**src/rtl/r4_stage_pkg.sv**
```systemverilog
package r4_stage_pkg;

  // width of one real or imaginary part
  localparam int SAMPLE_W = 16;

  // four-term butterfly sum needs two guard bits
  localparam int ACC_W = SAMPLE_W + 2;

  typedef struct packed {
    logic signed [SAMPLE_W-1:0] re;
    logic signed [SAMPLE_W-1:0] im;
  } cplx_t;

  // x0 is the first sample of the group in arrival order
  typedef struct packed {
    cplx_t x0;
    cplx_t x1;
    cplx_t x2;
    cplx_t x3;
  } group_t;

  typedef enum logic {
    RD_IDLE   = 1'b0,  // waiting for a full bank
    RD_STREAM = 1'b1   // bank being read in natural order
  } rd_state_e;

endpackage

```
**src/rtl/r4_group_collector.sv**
```systemverilog
`timescale 1ns/100ps

module r4_group_collector (
  input  logic                 clk,
  input  logic                 rst,
  input  r4_stage_pkg::cplx_t  sample_i,
  input  logic                 sample_valid_i,
  output r4_stage_pkg::group_t group_o,
  output logic                 group_valid_o
);

  logic [1:0]          slot_q;  // position of the next sample in its group
  r4_stage_pkg::cplx_t s0_q;
  r4_stage_pkg::cplx_t s1_q;
  r4_stage_pkg::cplx_t s2_q;

  always_ff @(posedge clk or negedge rst) begin
    if (!rst) begin
      slot_q        <= 2'd0;
      group_valid_o <= 1'b0;
    end else begin
      group_valid_o <= sample_valid_i && (slot_q == 2'd3);
      if (sample_valid_i) begin
        slot_q <= slot_q + 2'd1;  // wraps after the fourth sample
      end
    end
  end

  // sample holding and group assembly
  always_ff @(posedge clk) begin
    if (sample_valid_i) begin
      case (slot_q)
        2'd0: begin
          s0_q <= sample_i;
        end
        2'd1: begin
          s1_q <= sample_i;
        end
        2'd2: begin
          s2_q <= sample_i;
        end
        default: begin
          group_o.x0 <= s0_q;
          group_o.x1 <= s1_q;
          group_o.x2 <= s2_q;
          group_o.x3 <= sample_i;  // fourth one goes straight in
        end
      endcase
    end
  end

endmodule

```
**config.mk**
```make
export PLATFORM = sky130hd
export DESIGN_NAME = r4_group_collector
export DESIGN_NICKNAME = d
export VERILOG_FILES = /design/src/rtl/r4_stage_pkg.sv /design/src/rtl/r4_group_collector.sv
export SDC_FILE = /design/constraint.sdc
export NUM_CORES = 1
export LEC_CHECK = 0
export BUFFER_PORTS_ARGS = -buffer_cell sky130_fd_sc_hd__buf_2
export CAP_MARGIN = 15
export CORE_MARGIN = 5
export CORE_UTILIZATION = 56
export DETAILED_ROUTE_END_ITERATION = 8
export PLACE_DENSITY = 0.83
export SLEW_MARGIN = 20
export SYNTH_ARGS = -nofsm -noshare
export SYNTH_HDL_FRONTEND = slang
export SYNTH_SLANG_ARGS = --single-unit
```
**constraint.sdc**
```tcl
create_clock -name clk -period 5.83 [get_ports clk]
set_input_delay 0.2915 -clock clk [delete_from_list [all_inputs] [get_ports clk]]
set_output_delay 0.2915 -clock clk [all_outputs]
set_load 0.03 [all_outputs]
```
==> impl_metrics.csv <==
group,metric,value,unit
global_routing,antenna_found_initial,0,
clock_tree,cts.reportedPaths.clkPinSlew,60,ps
floorplanning,coreArea,12060,um^2
global_routing,grt.overflow.total,0,
floorplanning,dieArea,14670,um^2
floorplanning,initial_core_util,0.5731,
clock_tree,clk_latency,470,ps
routing,wl_per_cell,18.58,um
sta,slew_headroom,0.3872,
finish,multiInputGateArea,105.1,um^2
outcome,status,"finished clean",
sta,hold_violations,0,
min_path,hold_class,"input pin to flop",
floorplanning,dieWidth,121.1,um
synth,syn_nets,278,
setup_path,crit_type,"flop to flop",
finish,fillerInstances,713,
sta,clock-skew-final,8.827,ps
clock_tree,cts_resized,0,
routing,wl,11300,um
routing,drc_errors,0,
synth,ys_types,7,
synth,synth_area_per_cell,28.92,um^2
flow_run,drv_cap,0,
sta,period_minus_slack,2517,ps
global_routing,grt_util_all_layers,0.1529,
place,place.gp.congestion,0.7008,
floorplanning,num_rows,40,
finish,syn2layout_area_growth,24.71,%
synth,yosysSeqAreaShare,0.9839,
clock_tree,cts_tree,"yes",
routing,antenna_left,0,
synth,syn_area,6913,um^2
clock_tree,cts_made_buffers,21,
global_routing,grt_pass1_wl,17020,um
synth,synth_warnings,0,
pwr,p_per_area,487.6,nW/um^2
routing,drtIter0Drc,221,
clock_tree,cts.htree.levels,1,
global_routing,grt_pass1_vias,3091,
global_routing,grt_max_degree,74,
routing,vias,2979,
clock_tree,clock_sinks,227,
setup_path,cp_data_required_time,5930,ps
setup_path,cp_data_arrival_time,2620,ps
routing,drt-pass1-iter-count,4,
floorplanning,dieHeight,121.1,um
finish,drive_above_1_share,0.4432,
pwr,p_leak,3.138,nW
setup_path,path_cells,"ha_1 > and2_4 > buf_4",
finish,antenna_cells,0,
routing,vias_per_cell,4.900,
clock_tree,cts-root-buf,"clkbuf_16",
place,io_buffers,163,
place,dp_hpwl,6994,um
sta,slew_viol_final,0,
sta,rsz0062_at_grt,"no",
finish,fin_nets,466,
clock_tree,max-clock-path-buffers,3,
synth,ys_seq_elements,227,
setup_path,slowest_stage,"and2_4",
setup_path,end_kind,"flop",
sta,worst_pin_slew,919.2,ps
synth,syn-instance-count,239,
pwr,ir_worst_vdd,0.4031,mV
floorplanning,ios,164,
clock_tree,post-cts-setup-buffers,0,
sta,fin_crit_sh,0.4318,
finish,fin_util,0.7147,
setup_path,cp-start-kind,"flop",
setup_path,cp_max_fo,73,
sta,setup_viol,0,
sta,tns,0,ps
setup_path,max_stage_delay,760,ps
finish,seqCellArea,6802,um^2
sta,clock.fmax,397.2,MHz
## synth_stat cells (all sizes together)
master    n  area [um^2]
ha        4        50.05
and2      4        30.03
xor2      1        8.760
dfrtp     3        75.07
inv       2        7.510
edfxtp  224         6726
mux2      1        15.01
## state kept, by name, indices dropped and copies added, names as in the netlist
register       count
group_o          128
group_valid_o      1
s0_q              32
s1_q              32
s2_q              32
slot_q             2
## worst max-delay path: cells and delay by family (launching register included)
kind / cells / cell delay [ps]
adders and majority gates: 1 / 200
buffers and inverters: 1 / 690
and+or+nand+nor: 1 / 760
DFF: 1 / 440
## metrics by stage
| stage | std cells | power [mW] | worst slack, ps | area (um^2) | hold slack, ps |
|---|---|---|---|---|---|
| after CTS | 608 | 4.243 | 3305 | 8621 | 12.70 |
| after global placement | 571 | 2.901 | 3479 | 7948 | 87.68 |
| final | 608 | 4.204 | 3313 | 8621 | 29.07 |
| after detailed placement | 571 | 2.936 | 3307 | 7948 | 91.44 |
| after floorplan | 239 | 2.694 | 3273 | 6913 | -4.091 |
| after global routing | 608 | 4.364 | 3153 | 8621 | 17.46 |
## cell type report
| cell class | instances | area share |
|---|---|---|
| clock buffers | 25 | 0.06270 |
| clock inverters | 11 | 0.01422 |
| inverters | 2 | 0.0008708 |
| multi-input cells | 10 | 0.01219 |
| flip-flops and latches | 227 | 0.7890 |
| well taps | 168 | 0.02438 |
| repair buffers | 165 | 0.09666 |
## repair_timing
action	in CTS	in global routing
hold endpoints to repair	3	0
hold buffers	1	0
setup endpoints to repair	0	0
## final timing paths
kind	start	to	slack, ps	cells past startpoint
worst max-delay path	slot_q[0]	group_o[108]	3310	3
worst min register to register	s1_q[5]	group_o[69]	410	0
max in group asynchronous	rst	group_valid_o	5590	2
worst max register to register	slot_q[0]	group_o[108]	3310	3
worst min-delay path	sample_i[2]	s1_q[2]	30	1
min in group asynchronous	rst	slot_q[1]	140	2
## power breakdown
part / total, mW / internal [mW] / switching, mW
Sequential: 2.24 / 2.17 / 0.0752
Combinational: 0.646 / 0.123 / 0.523
Clock: 1.32 / 0.790 / 0.526
## placed cells by master, fill, tap and decap left out
cell             n
clkbuf_16       21
clkinv_2         2
ha_1             4
inv_1            2
mux2_4           1
clkbuf_1         4
dlygate4sd3_1    1
buf_4            1
dfrtp_1          3
clkinv_1         6
and2_2           3
bufinv_16        3
buf_2          163
edfxtp_1       224
and2_4           1
xor2_1           1
## routing by layer
metal,vias up,track usage,part of all wire
li1,1339,-,-
met5,-,0,0
met3,17,0.05175,0.11
met2,153,0.2449,0.48
met1,1470,0.2018,0.40
met4,0,0.04533,0.013
## cell families after synthesis
| logic type | share of synthesized area |
|---|---|
| DFF | 0.9839 |
| adders and majority gates | 0.007240 |
| and+or+nand+nor | 0.004344 |
| xor gates and xnor gates | 0.001267 |
| muxes | 0.002171 |
| buffers and inverters | 0.001086 |
No activity file was read; power rests on OpenSTA's default activity.
