$ cat src/rtl/r4_stage_pkg.sv
package r4_stage_pkg;

  // width of one real or imaginary part
  localparam int SAMPLE_W = 16;

  // four-term butterfly sum needs two guard bits
  localparam int ACC_W = SAMPLE_W + 2;

  typedef struct packed {
    logic signed [SAMPLE_W-1:0] re;
    logic signed [SAMPLE_W-1:0] im;
  } cplx_t;

  // x0 is the first sample of the group in arrival order
  typedef struct packed {
    cplx_t x0;
    cplx_t x1;
    cplx_t x2;
    cplx_t x3;
  } group_t;

  typedef enum logic {
    RD_IDLE   = 1'b0,  // waiting for a full bank
    RD_STREAM = 1'b1   // bank being read in natural order
  } rd_state_e;

endpackage

$ cat src/rtl/digit_reverse_buffer.sv
`timescale 1ns/100ps

module digit_reverse_buffer #(
  parameter int N_POINTS = 64
) (
  input  logic                clk,
  input  logic                rst,
  input  r4_stage_pkg::cplx_t result_i,
  input  logic [1:0]          result_idx_i,
  input  logic                result_valid_i,
  output r4_stage_pkg::cplx_t data_o,
  output logic                data_valid_o
);

  localparam int ADDR_W = $clog2(N_POINTS);
  localparam int GRP_W  = ADDR_W - 2;  // groups per frame, N_POINTS of at least 16

  logic [GRP_W-1:0]       grp_cnt_q;
  logic [ADDR_W-1:0]      wr_addr;
  logic                   wr_bank_q;
  logic                   swap;
  logic [ADDR_W-1:0]      rd_cnt_q;
  r4_stage_pkg::rd_state_e rd_state_q;

  r4_stage_pkg::cplx_t mem_q [2*N_POINTS];  // bank select is the top address bit

  // base-4 digit reversal, lowest digit of pos becomes the highest
  function automatic logic [ADDR_W-1:0] digit_rev(input logic [ADDR_W-1:0] pos);
    logic [ADDR_W-1:0] rev;
    rev = '0;
    for (int d = 0; d < ADDR_W / 2; d++) begin
      rev[2*d +: 2] = pos[ADDR_W-2-2*d +: 2];
    end
    return rev;
  endfunction

  assign wr_addr = digit_rev({grp_cnt_q, result_idx_i});
  assign swap    = result_valid_i && (result_idx_i == 2'd3) && (&grp_cnt_q);

  always_ff @(posedge clk) begin
    if (result_valid_i) begin
      mem_q[{wr_bank_q, wr_addr}] <= result_i;
    end
  end

  always_ff @(posedge clk or negedge rst) begin
    if (!rst) begin
      grp_cnt_q <= '0;
      wr_bank_q <= 1'b0;
    end else begin
      if (result_valid_i && result_idx_i == 2'd3) begin
        grp_cnt_q <= grp_cnt_q + 1'b1;  // wraps at end of frame
      end
      if (swap) begin
        wr_bank_q <= ~wr_bank_q;
      end
    end
  end

  // read side streams the bank that was just completed
  always_ff @(posedge clk or negedge rst) begin
    if (!rst) begin
      rd_state_q <= r4_stage_pkg::RD_IDLE;
      rd_cnt_q   <= '0;
    end else begin
      case (rd_state_q)
        r4_stage_pkg::RD_IDLE: begin
          if (swap) begin
            rd_state_q <= r4_stage_pkg::RD_STREAM;
            rd_cnt_q   <= '0;
          end
        end
        default: begin
          rd_cnt_q <= rd_cnt_q + 1'b1;
          if (&rd_cnt_q && !swap) begin
            rd_state_q <= r4_stage_pkg::RD_IDLE;  // back to back frames stay here
          end
        end
      endcase
    end
  end

  assign data_o       = mem_q[{~wr_bank_q, rd_cnt_q}];
  assign data_valid_o = (rd_state_q == r4_stage_pkg::RD_STREAM);

  // a burst must be done before the next frame completes
  a_no_early_swap: assert property (@(posedge clk) disable iff (!rst)
    swap |-> (rd_state_q == r4_stage_pkg::RD_IDLE) || (&rd_cnt_q));

endmodule

$ cat config.mk
export PLATFORM = sky130hd
export DESIGN_NAME = digit_reverse_buffer
export DESIGN_NICKNAME = d
export VERILOG_FILES = /design/src/rtl/r4_stage_pkg.sv /design/src/rtl/digit_reverse_buffer.sv
export SDC_FILE = /design/constraint.sdc
export NUM_CORES = 2
export LEC_CHECK = 0
export ABC_AREA = 1
export BUFFER_PORTS_ARGS = -buffer_cell sky130_fd_sc_hd__buf_2
export CORE_MARGIN = 4
export CORE_UTILIZATION = 35
export DETAILED_ROUTE_END_ITERATION = 7
export PLACE_DENSITY_LB_ADDON = 0.2
export REMOVE_ABC_BUFFERS = 1
export SYNTH_ARGS = -nofsm -noshare
export SYNTH_HDL_FRONTEND = slang
export SYNTH_SLANG_ARGS = --single-unit
$ cat constraint.sdc
create_clock -name clk -period 9 [get_ports clk]
set_input_delay 2.25 -clock clk [delete_from_list [all_inputs] [get_ports clk]]
set_output_delay 2.25 -clock clk [all_outputs]
set_load 0.05 [all_outputs]
==> results.txt <==
----------------------------------------------------
[Route]
  Final routed wirelength across all metal layers ... 546000 µm
  # DRC ... 0
  Post-route antenna net violation count ... 0
  WL per Instance ... ~27 µm
  Routed via count ... roughly 110k
  Number of search-and-repair iterations in the first detailed-routing pass ... 6
  Iter 0 DRT Violations ... about 12000
  Via count normalized by instance count ... approximately 5.3

[STA]
  Unrepaired setup endpoints after global routing ... no
  Headroom to the max-slew limit ... ~22%
  Final setup violation count ... 0
  Final period demand of the worst path ... between 7000 and 8000 ps
  Fin worst setup slack ... about 1300 ps
  Final Hold Viols ... 0
  Upper clock frequency limit ... 129 MHz
  Worst-case clock skew ... around 70 ps
  Tcrit/Tclk final ... a little under nine tenths
  Slew at the pin closest to its max-slew limit ... 1180 ps
  Setup TNS ... 0 ps
  Slew Viols, Final ... 0

[Hold path]
  Path type of the worst min-delay path ... reg2reg

[Clocking]
  TritonCTS Buffers ... between 400 and 500
  Clock edge transition at the registers on the reported setup and hold paths ... approximately 60 ps
  CTS resizes ... 0
  H-tree level count ... 5
  Post-CTS repair timing setup buffer count ... 0
  Maximum buffer depth of the clock tree ... 4
  # hold bufs at CTS ... 0
  CTS tree ... built
  Clock tree root buffer cell ... sky130_fd_sc_hd__clkbuf_16
  Sink Count ... 4108
  Clock latency reported for the late side of the worst-skew pair ... approximately 1000 ps

[Global routing]
  First-pass GRT wire length ... between 700000 and 800000 µm
  GRT Overall Usage ... 22.0%
  Largest net degree at the start of global routing ... 211
  Vias in the first global route ... between 90000 and 100k
  Initial antenna violation count ... 30
  Remaining global-route overflow ... 0

[Placed design]
  Final estimated routing congestion in global placement ... 0.799
  Port-buffer cells ... 69
  Placed cell areas ... ~170000 µm²
  Place WS ... around 2400 ps
  Number of instances in the placed design ... just under 20000
  HPWL reported at the end of detailed placement ... between 200000 and 300000 µm

[Critical path]
  Kind of critical path ... reg2out
  Startpoint types ... flip-flop
  Required time of the worst setup path ... just under 7000 ps
  Arrival time of the worst setup path ... 5490 ps
  CP Max Fanout ... 210
  Endpoint class of the critical path ... output pin

[Power and ir drop]
  Leakage component of the power ... roughly 65 nW
  Cell area power density ... about 330 nW/µm²
  Peak supply drop ... roughly 0.51 mV

[Yosys]
  Syn Std Cell Area ... around 170000 µm²
  Post-synthesis instance total ... ~14000
  Flip-flop and latch count after synthesis ... ~4000
  Synth top area share ... roughly 74%
  Sequential share of the synthesized area ... 74.6%
  Distinct cells, synth ... 26
  Cell type with the highest aggregate area in the netlist ... sky130_fd_sc_hd__edfxtp_1
  Yosys warning count ... 0
  Main area contributors after synthesis ... sky130_fd_sc_hd__edfxtp_1 (74%), sky130_fd_sc_hd__nand2_1 (11%), sky130_fd_sc_hd__nand3_1 (10%)
  Mean area per synthesized cell ... 12.1 µm²

[Floorplanning]
  Die area ... just under 500000 µm²
  Initial core utilization ... between 30% and 40%
  Core Area ... 471000 µm²
  Die width ... between 600 and 700 µm
  Ports ... 70
  Height of the die ... 695 µm
  FP Rows ... ~250

[Finish]
  Fin cells ... slightly above 20000
  Layout cells sized above 1 ... under 10%
  Area added between synthesis and finish ... 12.9%
  Final-stage net count ... around 14000
  Final Cell Area ... ~190000 µm²

[Job]
  Max_cap viols ... 0

[Run status]
  Status ... finished, final reports clean

----------------------------------------------------
==> kinds of logic after synthesis <==
family / after synthesis / synth area share, %
XOR/XNOR: 4 / 0.0212
AO/OA/AOI/OAI: 231 / 0.706
adder cells (fa/ha/maj): 2 / 0.0151
AND/OR/NAND/NOR: 8345 / 21.5
buffers and inverters: 920 / 3.09
flip-flops: 4108 / 74.6
==> stage by stage <==
stage	hold WS [ps]	power, W	util [%]
global route	659	0.0642	39.6
floorplan	540	0.0329	-
global placement	610	0.0446	36.8
CTS	615	0.0617	39.6
detailed placement	601	0.0446	36.8
finish	628	0.0615	39.6
==> sequential cells by signal (all words and copies together) (netlist names) <==
name,flops
wr_bank_q,1
data_valid_o,1
grp_cnt_q,4
rd_cnt_q,6
mem_q,4096
==> final cells by class <==
class,count,area (µm²)
fill,44400,284000
timing repair buffer,388,4020
clock inverter,249,1990
sequential,4108,123000
tap,6223,7790
clock buffer,545,11400
multi-input combinational,8582,37800
antenna,16,40.0
inverter,30,193
==> power by group <==
| part | internal [W] | total [W] | switching, W |
|---|---|---|---|
| sequential | 0.0214 | 0.0217 | 0.000298 |
| combinational | 0.00562 | 0.0226 | 0.0170 |
| clock | 0.00959 | 0.0172 | 0.00759 |
| total | 0.0366 | 0.0615 | 0.0249 |
==> cells in the final DEF, fill, tap and decap left out, drive strengths merged, types with 2 or more instances in the layout <==
master and count:
a21oi 220, inv 38, nor2 137, ha 2, edfxtp 4096, nand2 4815
clkinvlp 5, buf 388, nor3 11, xor2 4, dfrtp 12, clkinv 214
nand3 3382, clkbuf 545, bufinv 22, diode 16, o21ai 7
==> synth_stat cells, drive strengths merged <==
master / instances
nand2: 4815
edfxtp: 4096
nand3: 3382
buf: 758
a21oi: 220
nor2: 137
clkbuf: 132
inv: 28
dfrtp: 12
nor3: 11
o21ai: 7
xor2: 4
clkinv: 2
ha: 2
a31oi: 1
o211ai: 1
o31ai: 1
o32ai: 1
==> routing by layer <==
metal | share of wire (%) | up-vias | track usage [%]
met5 | 0.0024 | - | 0
met4 | 2.9 | 2 | 6.18
met3 | 7.5 | 727 | 3.33
met2 | 45 | 4032 | 34.1
met1 | 44 | 54200 | 32.0
li1 | - | 48200 | -
==> worst max-delay path, cell delays in order (launching register included) <==
cell and delay (ps):
sky130_fd_sc_hd__dfrtp_4 870, sky130_fd_sc_hd__clkinv_16 680, sky130_fd_sc_hd__buf_12 520, sky130_fd_sc_hd__nand2_1 100, sky130_fd_sc_hd__nand3_1 70, sky130_fd_sc_hd__nand3_1 130
sky130_fd_sc_hd__nand3_1 130, sky130_fd_sc_hd__nand3_1 470, sky130_fd_sc_hd__nand3_1 130, sky130_fd_sc_hd__nand3_1 210, sky130_fd_sc_hd__nand2_1 490, sky130_fd_sc_hd__buf_12 350
==> final timing paths <==
kind	start	endpoint	slack (ps)	depth (start not counted)
worst max-delay path	rd_cnt_q[0]	data_o[28]	1260	11
worst min-delay path	grp_cnt_q[3]	grp_cnt_q[3]	630	1
worst max register to register	wr_bank_q	mem_q[57][23]	5560	5
worst min register to register	grp_cnt_q[3]	grp_cnt_q[3]	630	1
max in group asynchronous	rst	rd_cnt_q[0]	7550	1
min in group asynchronous	rst	rd_cnt_q[3]	1150	1
Note: power is estimated with default switching activity, not from simulation.
