[config.mk]
export PLATFORM = sky130hd
export DESIGN_NAME = r4_butterfly
export DESIGN_NICKNAME = d
export VERILOG_FILES = /design/src/rtl/r4_stage_pkg.sv /design/src/rtl/r4_butterfly.sv
export SDC_FILE = /design/constraint.sdc
export NUM_CORES = 1
export LEC_CHECK = 0
export ABC_AREA = 1
export BUFFER_PORTS_ARGS = -buffer_cell sky130_fd_sc_hd__buf_2
export CAP_MARGIN = 40
export CORE_MARGIN = 3
export CORE_UTILIZATION = 45
export DETAILED_ROUTE_END_ITERATION = 8
export GPL_TIMING_DRIVEN = 0
export PLACE_DENSITY = 0.64
export REMOVE_ABC_BUFFERS = 1
export SETUP_SLACK_MARGIN = 0.1
export SYNTH_ARGS = -nofsm -noshare
export SYNTH_HDL_FRONTEND = slang
export SYNTH_SLANG_ARGS = --single-unit
[constraint.sdc]
create_clock -name clk -period 2.55 [get_ports clk]
set_input_delay 0.6375 -clock clk [delete_from_list [all_inputs] [get_ports clk]]
set_output_delay 0.6375 -clock clk [all_outputs]
set_load 0.005 [all_outputs]
[src/rtl/r4_stage_pkg.sv]
package r4_stage_pkg;

  // width of one real or imaginary part
  localparam int SAMPLE_W = 16;

  // four-term butterfly sum needs two guard bits
  localparam int ACC_W = SAMPLE_W + 2;

  typedef struct packed {
    logic signed [SAMPLE_W-1:0] re;
    logic signed [SAMPLE_W-1:0] im;
  } cplx_t;

  // x0 is the first sample of the group in arrival order
  typedef struct packed {
    cplx_t x0;
    cplx_t x1;
    cplx_t x2;
    cplx_t x3;
  } group_t;

  typedef enum logic {
    RD_IDLE   = 1'b0,  // waiting for a full bank
    RD_STREAM = 1'b1   // bank being read in natural order
  } rd_state_e;

endpackage

[src/rtl/r4_butterfly.sv]
`timescale 1ns/100ps

module r4_butterfly #(
  parameter int SCALE_SHIFT = 2
) (
  input  logic                 clk,
  input  logic                 rst,
  input  r4_stage_pkg::group_t group_i,
  input  logic                 group_valid_i,
  output r4_stage_pkg::cplx_t  result_o,
  output logic [1:0]           result_idx_o,
  output logic                 result_valid_o
);

  localparam int ACC_W    = r4_stage_pkg::ACC_W;
  localparam int SAMPLE_W = r4_stage_pkg::SAMPLE_W;

  logic signed [ACC_W-1:0] xr [4];  // sign extended inputs
  logic signed [ACC_W-1:0] xi [4];
  logic signed [ACC_W-1:0] yr [4];  // full width butterfly sums
  logic signed [ACC_W-1:0] yi [4];

  r4_stage_pkg::cplx_t res_q [4];
  logic [1:0]          phase_q;
  logic                busy_q;

  function automatic logic signed [SAMPLE_W-1:0] scale(input logic signed [ACC_W-1:0] v);
    logic signed [ACC_W-1:0] s;
    s = v >>> SCALE_SHIFT;
    return s[SAMPLE_W-1:0];  // plain truncation
  endfunction

  assign xr[0] = ACC_W'(group_i.x0.re);
  assign xi[0] = ACC_W'(group_i.x0.im);
  assign xr[1] = ACC_W'(group_i.x1.re);
  assign xi[1] = ACC_W'(group_i.x1.im);
  assign xr[2] = ACC_W'(group_i.x2.re);
  assign xi[2] = ACC_W'(group_i.x2.im);
  assign xr[3] = ACC_W'(group_i.x3.re);
  assign xi[3] = ACC_W'(group_i.x3.im);

  // -j rotation swaps parts and negates the new imaginary part
  assign yr[0] = xr[0] + xr[1] + xr[2] + xr[3];
  assign yi[0] = xi[0] + xi[1] + xi[2] + xi[3];
  assign yr[1] = xr[0] + xi[1] - xr[2] - xi[3];
  assign yi[1] = xi[0] - xr[1] - xi[2] + xr[3];
  assign yr[2] = xr[0] - xr[1] + xr[2] - xr[3];
  assign yi[2] = xi[0] - xi[1] + xi[2] - xi[3];
  assign yr[3] = xr[0] - xi[1] - xr[2] + xi[3];
  assign yi[3] = xi[0] + xr[1] - xi[2] - xr[3];

  always_ff @(posedge clk) begin
    if (group_valid_i) begin
      for (int k = 0; k < 4; k++) begin
        res_q[k].re <= scale(yr[k]);
        res_q[k].im <= scale(yi[k]);
      end
    end
  end

  always_ff @(posedge clk or negedge rst) begin
    if (!rst) begin
      busy_q  <= 1'b0;
      phase_q <= 2'd0;
    end else if (group_valid_i) begin
      busy_q  <= 1'b1;
      phase_q <= 2'd0;
    end else if (busy_q) begin
      phase_q <= phase_q + 2'd1;
      if (phase_q == 2'd3) begin
        busy_q <= 1'b0;
      end
    end
  end

  assign result_o       = res_q[phase_q];
  assign result_idx_o   = phase_q;
  assign result_valid_o = busy_q;

  // collector spaces groups so the four issues of one never meet the next
  a_no_overlap: assert property (@(posedge clk) disable iff (!rst)
    group_valid_i |=> !group_valid_i [*3]);

endmodule

==> reports/summary.txt, run 1 <==
CORE AREA: 41100 um^2
Vias per cell: 5.56
Pin count of the biggest net entering global routing: 71
Post-synth EDFFs: 128
Slew margin rel.: 0.595
#FFs+latches synth: 131
GRT overflow: 0
Final period util: 1.15
Clock Power Share: 0.091
Reg2reg setup slack: 1.07 ns
Nets: 3210
Ys Warns: 0
Height of the die: 211 um
Cell area after synthesis: 18900 um^2
Die Wd: 211 um
Clk_skew: 0.0000931 ns
IO Count: 166
Slew Viols, Final: 0
Mean area per synthesized cell: 8.06 um^2
CTS Sinks: 131
GP Congestion: 1.02
Row count: 74
Period minus WS final: 2.93 ns
GR Util met3: 0.0653
Violated checks: negative setup slack
WP data required: 2.76 ns
Worst r2r dst: result_idx_o[1]
I/O Buffers: 165
Fraction of registers with async set/reset: 0.0229
Hpwl dp: 48500 um
Reg2Reg Depth: 5
Critical path endpoint category: flip-flop
Unrepaired setup endpoints after global routing: yes
Pwr/cell area: 945 nW/um^2
Yosys top cell by area: fa_1
Ranking of synthesized cells by area: fa_1 27%, edfxtp_1 20%, inv_1 11%
P_sw: 13500 uW
M2 GR Usage: 0.464
Worst-Skew Late Latency: 0.45 ns
CTS tree: yes
Hold slack final: 0.503 ns
Num CTS Buffers: 17
Hold/Removal Path Class: in -> async
Total GRT Usage: 0.293
Max cap viols: 0
Root buf cell: clkbuf_16
Max FO, Critical Path: 5
Layout Utilization: 0.708
Global-route wire length before repair: 98200 um
H-Tree Depth: 4
CTS Buffer Depth: 2
Arr. time, crit path: 3.15 ns
Crit Path Class: in -> reg
Layout cell share with drive strength beyond 1: 0.540
PnR worst setup slack: -0.382 ns
Top cell type's share of synthesized area: 0.274
Slew at the pin with the worst max-slew slack: 0.608 ns
Reg2reg start: result_idx_o[0]
Full die area: 44400 um^2
Status: complete, but fails checks
Max frequency: 341 MHz
Iter 0 DRT Violations: 1584
Vias: 17967
Seq/Total Area, Yosys: 0.208
Final wirelength: 71500 um
LEAKAGE: 0.0133 uW
Initial antenna violation count: 1
Count of final setup violators: 105
Power Internal: 14000 uW
DRT antenna net count: 0
Top_reg_cell synth: edfxtp_1
Sequential Power Share: 0.149
VDD IR max: 0.000446 V
Net Sw Frac: 0.490
GR peak layer: met2
Met1 GRT Util: 0.396
Initial Util: 0.459
DRC: 0
Clock slew at reported path FFs: 0.06 ns
Comb power frac: 0.760
N_diodes: 0
First drt pass iteration count: 5
P&R area growth vs syn: 54.3%
Final hold viol count: 0
Setup crit start kind: primary input
Syn Inst Count: 2342
Vias in the first global route: 17599
Avg WL per Cell: 22.1 um
Synth unique cells: 33
[area by class of cell]
type / instances / area, um^2
Clock buffer: 19 / 433
Multi-Input combinational cell: 1615 / 18200
Inverter: 576 / 2500
Timing Repair Buffer: 346 / 3250
Fill cell: 2720 / 12000
Tap cell: 532 / 666
Sequential cell: 131 / 3930
Clock inverter: 13 / 141
Timing Repair inverter: 1 / 11.3
[power groups by stage]
| stage | Combinational [uW] | Sequential [uW] | Clock, uW |
|---|---|---|---|
| after global placement | 10900 | 4170 | 0 |
| after global routing | 22100 | 4190 | 2600 |
| after detailed placement | 11200 | 4150 | 0 |
| final | 20900 | 4110 | 2500 |
| after floorplan | 7610 | 4070 | 0 |
| after CTS | 16600 | 4090 | 2530 |
[worst max-delay path, cell delays in order]
cell and delay (ns):
buf_12 0.09, clkinv_8 0.05, fa_2 0.62, inv_2 0.06, fa_1 0.50, ha_4 0.37, nand2_2 0.08, o21ai_2 0.24
nand2_2 0.11, nand2_4 0.14, nand3_2 0.11, nand3_2 0.07, nand2_1 0.05
[cells by family (layout without fill, tap and decap cells)]
kind of cell             after synthesis  count (layout)  synth area share
adder cells (fa/ha/maj)              391             391             0.362
flip-flops                           131             131             0.208
XOR/XNOR                              74              74            0.0343
buffers and inverters                596             955             0.120
AO/OA/AOI/OAI                        296             296            0.0866
AND/OR/NAND/NOR                      854             854             0.190
[per-layer routing]
layer | part of all wire | wire [um]
met1 | 0.39 | 28100
met5 | 0.00018 | 13
met4 | 0.047 | 3340
met2 | 0.48 | 34000
met3 | 0.085 | 6070
[Yosys cell counts, types with 6 or more instances]
cell type / n
a21o_1: 17
a21oi_1: 123
clkbuf_1: 14
edfxtp_1: 128
fa_1: 258
ha_1: 133
inv_1: 571
nand2_1: 507
nand2_2: 20
nand3_1: 103
nand3_2: 6
nor2_1: 177
nor4_1: 14
nor4_2: 10
o21ai_0: 87
o21ai_1: 13
o21bai_1: 16
o22ai_1: 32
xor2_1: 72
[worst max path at each step]
| stage | cells after the start | endpoint | slack, ns | startpoint |
|---|---|---|---|---|
| after floorplan | 14 | res_q[0][29] | -0.56 | group_i[17] |
| after global placement | 4 | result_o[23] | -2.23 | result_idx_o[0] |
| after detailed placement | 16 | res_q[0][15] | -1.15 | group_i[1] |
| after CTS | 13 | res_q[0][12] | -0.21 | group_i[67] |
| after global routing | 13 | res_q[0][31] | -0.40 | group_i[19] |
| final | 13 | res_q[0][31] | -0.38 | group_i[19] |
[what timing repair did]
item | 4_1_cts | 5_1_grt
resized for setup | 1166 | 611
setup buffers | 94 | 81
gates cloned | 3 | 0
hold endpoints to repair | 3 | 0
hold buffers | 1 | 0
setup endpoints to repair | 152 | 132
pin swaps | 352 | 413
[sequential cells by signal, summed over array words and instances (netlist names)]
register,count
res_q,128
result_valid_o,1
result_idx_o,2
[per-stage QoR]
step	cell area, um^2	setup WS (ns)	total power (uW)	TNS [ns]	cells
global route	29100	-0.398	28900	-22.91	3233
global placement	20300	-2.23	15100	-252.69	3019
floorplan	18800	-0.559	11700	-47.81	2322
CTS	26300	-0.213	23200	-8.07	3152
finish	29100	-0.382	27500	-18.45	3233
detailed placement	20400	-1.15	15300	-109.79	3023
[cell usage in the layout (no fill, tap or decap), types with 8 or more instances in the layout]
cell       Yosys  layout
a21o_1        17      13
a21oi_1      123      17
a21oi_2        1      63
a21oi_4        0      44
buf_12         0      31
buf_2          1      79
buf_4          5     154
buf_6          0      56
buf_8          0      20
clkbuf_16      0      17
edfxtp_1     128     128
fa_1         258     179
fa_2           0      79
ha_1         133      10
ha_4           0     123
inv_1        571     355
inv_2          5     144
inv_4          0      51
inv_6          0      12
inv_8          0       8
nand2_1      507     193
nand2_2       20     200
nand2_4        0     117
nand2_8        0      17
nand3_1      103      49
nand3_2        6      51
nand3_4        0       9
nor2_1       177     126
nor2_2         4      32
nor2_4         0      23
nor4_4         0      20
o21ai_0       87      61
o21ai_1       13      20
o21ai_2        3      18
o21bai_4       0      11
o22ai_1       32      28
xor2_1        72      47
xor2_2         0      23
Power figures use the tool's default switching activity.
==> inputs of run 2 (changes only) <==
--- a/config.mk
+++ b/config.mk
@@ -5,7 +5,6 @@
 export SDC_FILE = /design/constraint.sdc
 export NUM_CORES = 1
 export LEC_CHECK = 0
-export ABC_AREA = 1
 export BUFFER_PORTS_ARGS = -buffer_cell sky130_fd_sc_hd__buf_2
 export CAP_MARGIN = 40
 export CORE_MARGIN = 3
==> run 2 against run 1 <==
  * The run still ends with negative setup slack left
  * Critical path type unchanged
  * Sequential power up 2%
  * Clock power rose by 6%
  * Combinational power decreased by 33%
  * Critical path depth increased by 2
  * Synthesized area down 11%
  * Synthesized cell count fell by 33%
  * Setup slack got worse by 0.59 ns
  * Clock skew about the same
==> reports/summary.txt, run 2 <==
Status: complete, but fails checks
Violated checks: negative setup slack
PnR worst setup slack: -0.968 ns
Max FO, Critical Path: 4
Max frequency: 284 MHz
Reg2Reg Depth: 7
Final hold viol count: 0
Layout cell share with drive strength beyond 1: 0.418
CTS Buffer Depth: 2
P&R area growth vs syn: 38.3%
Top cell type's share of synthesized area: 0.307
Most frequent cells in the layout: 330 x inv_1, 227 x fa_1, 128 x edfxtp_1
Max cap viols: 0
Seq/Total Area, Yosys: 0.233
Crit path largest cell delay: 0.51 ns
TNS Setup: -63.73 ns
Critical path origin: group_i[5]
Final period util: 1.38
Unrepaired setup endpoints after global routing: yes
Synth unique cells: 71
Compound-Gate Fraction of Synth Area: 0.103
Die Wd: 199 um
Ranking of synthesized cells by area: fa_1 31%, edfxtp_1 23%, ha_1 9.9%
DRT antenna net count: 0
Multi-input gate area: 13600 um^2
Mean area per synthesized cell: 10.8 um^2
Top reg by flops: res_q
Worst-Skew Late Latency: 0.45 ns
Hold slack final: 0.510 ns
Hpwl dp: 36100 um
Commonest non-fill, non-tap cell in the layout: inv_1
Mux contribution to synthesized area: 0.0446
Pin count of the biggest net entering global routing: 68
CORE AREA: 36800 um^2
Period minus WS final: 3.52 ns
Pwr/cell area: 898 nW/um^2
Setup crit start kind: primary input
Syn Inst Count: 1566
WP data required: 2.74 ns
GRT overflow: 0
I/O Buffers: 165
WP buf/inv: 6
First drt pass iteration count: 5
Initial Util: 0.458
Iter 0 DRT Violations: 617
Fill count: 2787
Worst r2r dst: result_idx_o[1]
Root buf cell: clkbuf_16
Clk_skew: 0.0000960 ns
Final Non-Filler Cells: 2384
DRC: 0
Ys Warns: 0
Critical path cell sequence: buf_8 -> inv_4 -> fa_1 -> buf_4 -> fa_1 -> inv_2 -> ha_4 -> and3_4 -> a221o_1 -> o41ai_4 -> buf_6 -> buf_6 -> o21ai_4 -> a211oi_2 -> a21oi_4
Initial antenna violation count: 11
Largest family of logic cells by synthesized area: adder cells
Highest-delay cell along the critical path: fa_1
CTS tree: yes
Num CTS Buffers: 17
Height of the die: 199 um
Full die area: 39800 um^2
Xor and xnor fraction of the mapped netlist area: 0.0530
Adder-Cell Fraction of Synth Area: 0.405
Slew at the pin with the worst max-slew slack: 0.639 ns
IO Count: 166
H-Tree Depth: 4
Avg WL per Cell: 20.1 um
Most common cell in the netlist: inv_1
Crit Path Class: in -> reg
GP Congestion: 0.914
Row count: 70
Setup crit end: res_q[2][14]
Clock slew at reported path FFs: 0.06 ns
Placed cells: 2191
Global-route wire length before repair: 72400 um
Nets: 2423
Arr. time, crit path: 3.71 ns
Yosys top cell by area: fa_1
Reg2reg start: result_idx_o[0]
Hold/Removal Path Class: in -> async
LEAKAGE: 0.0103 uW
Largest register FFs: 128
Vias per cell: 5.25
Final wirelength: 47800 um
CP top delay family: adder cells
Pre-CTS setup slack: -1.91 ns
Slew Viols, Final: 0
CTS Sinks: 131
Slew margin rel.: 0.574
Cell area after synthesis: 16800 um^2
Count of final setup violators: 113
Vias in the first global route: 13488
Cell depth of the worst setup path: 15
Fraction of registers with async set/reset: 0.0229
Register Area: 3930 um^2
Reg2reg setup slack: 0.89 ns
Top_reg_cell synth: edfxtp_1
Most frequent cells after synthesis: 420 x inv_1, 258 x fa_1, 133 x ha_1
#FFs+latches synth: 131
Total GRT Usage: 0.243
Critical path endpoint category: flip-flop
Simple logic cell fraction of the synthesized area: 0.0654
VDD IR max: 0.000525 V
Vias: 12515
Post-synth EDFFs: 128
==> run 2: cell count changes after synthesis, sizes merged, moves of 48 or more <==
cell / delta
a21oi: -48
inv: -156
nand2: -485
nand3: -97
nor2: -106
o21ai: -68
xnor2: +63
==> run 2: timing repair <==
| action | CTS | global route |
|---|---|---|
| pin swaps | 212 | 160 |
| setup endpoints to repair | 153 | 143 |
| endpoints found under the hold margin | 3 | 0 |
| buffers inserted | 117 | 52 |
| resized for setup | 579 | 183 |
| hold buffers | 1 | 0 |
| gates cloned | 1 | 0 |
==> run 2: cells by family (layout without fill, tap and decap cells) <==
logic type               count (synthesis)  after routing
flip-flops                             131            131
multiplexers                            35             35
adder cells (fa/ha/maj)                391            391
AO/OA/AOI/OAI                          250            250
other                                    0              2
AND/OR/NAND/NOR                        226            226
buffers and inverters                  431            779
XOR/XNOR                               102            102
==> run 2: how the worst min path moves through the flow <==
stage / startpoint / endpoint / slack (ns) / depth (start not counted)
after CTS: rst / result_idx_o[1] / 0.50 / 2
after global placement: rst / result_idx_o[0] / 0.43 / 1
after detailed placement: rst / result_valid_o / 0.44 / 1
after global routing: rst / result_idx_o[0] / 0.52 / 2
after floorplan: rst / result_idx_o[0] / 0.34 / 0
final: rst / result_idx_o[0] / 0.51 / 2
==> run 2: per-layer routing <==
metal / vias to the layer above / global-route usage / share of wire
met3: 103 / 0.0679 / 0.072
met1: 6312 / 0.283 / 0.37
met5: - / 0 / 0.0023
met4: 20 / 0.0680 / 0.028
li1: 5750 / - / -
met2: 330 / 0.439 / 0.52
==> run 2: per-stage QoR <==
step,cell area (um^2),utilization,power [uW]
2_1_floorplan,16800,-,10800
3_3_place_gp,18200,0.495,13300
3_5_place_dp,18300,0.497,13500
4_1_cts,22200,0.602,19400
5_1_grt,23300,0.633,22300
6_report,23300,0.633,20900
==> run 2: report_power, final <==
group	internal [uW]	switching, uW
clock network	1640	999
registers	3910	276
logic	7020	7090
total	12600	8360
==> run 2: cell type report <==
| cell class | count | area share |
|---|---|---|
| multi-input cells | 1004 | 0.584 |
| flip-flops and latches | 131 | 0.169 |
| repair buffers | 327 | 0.122 |
| inverters | 420 | 0.0740 |
| well taps | 468 | 0.0251 |
| clock buffers | 20 | 0.0187 |
| clock inverters | 12 | 0.00789 |
| diodes | 2 | 0.000215 |
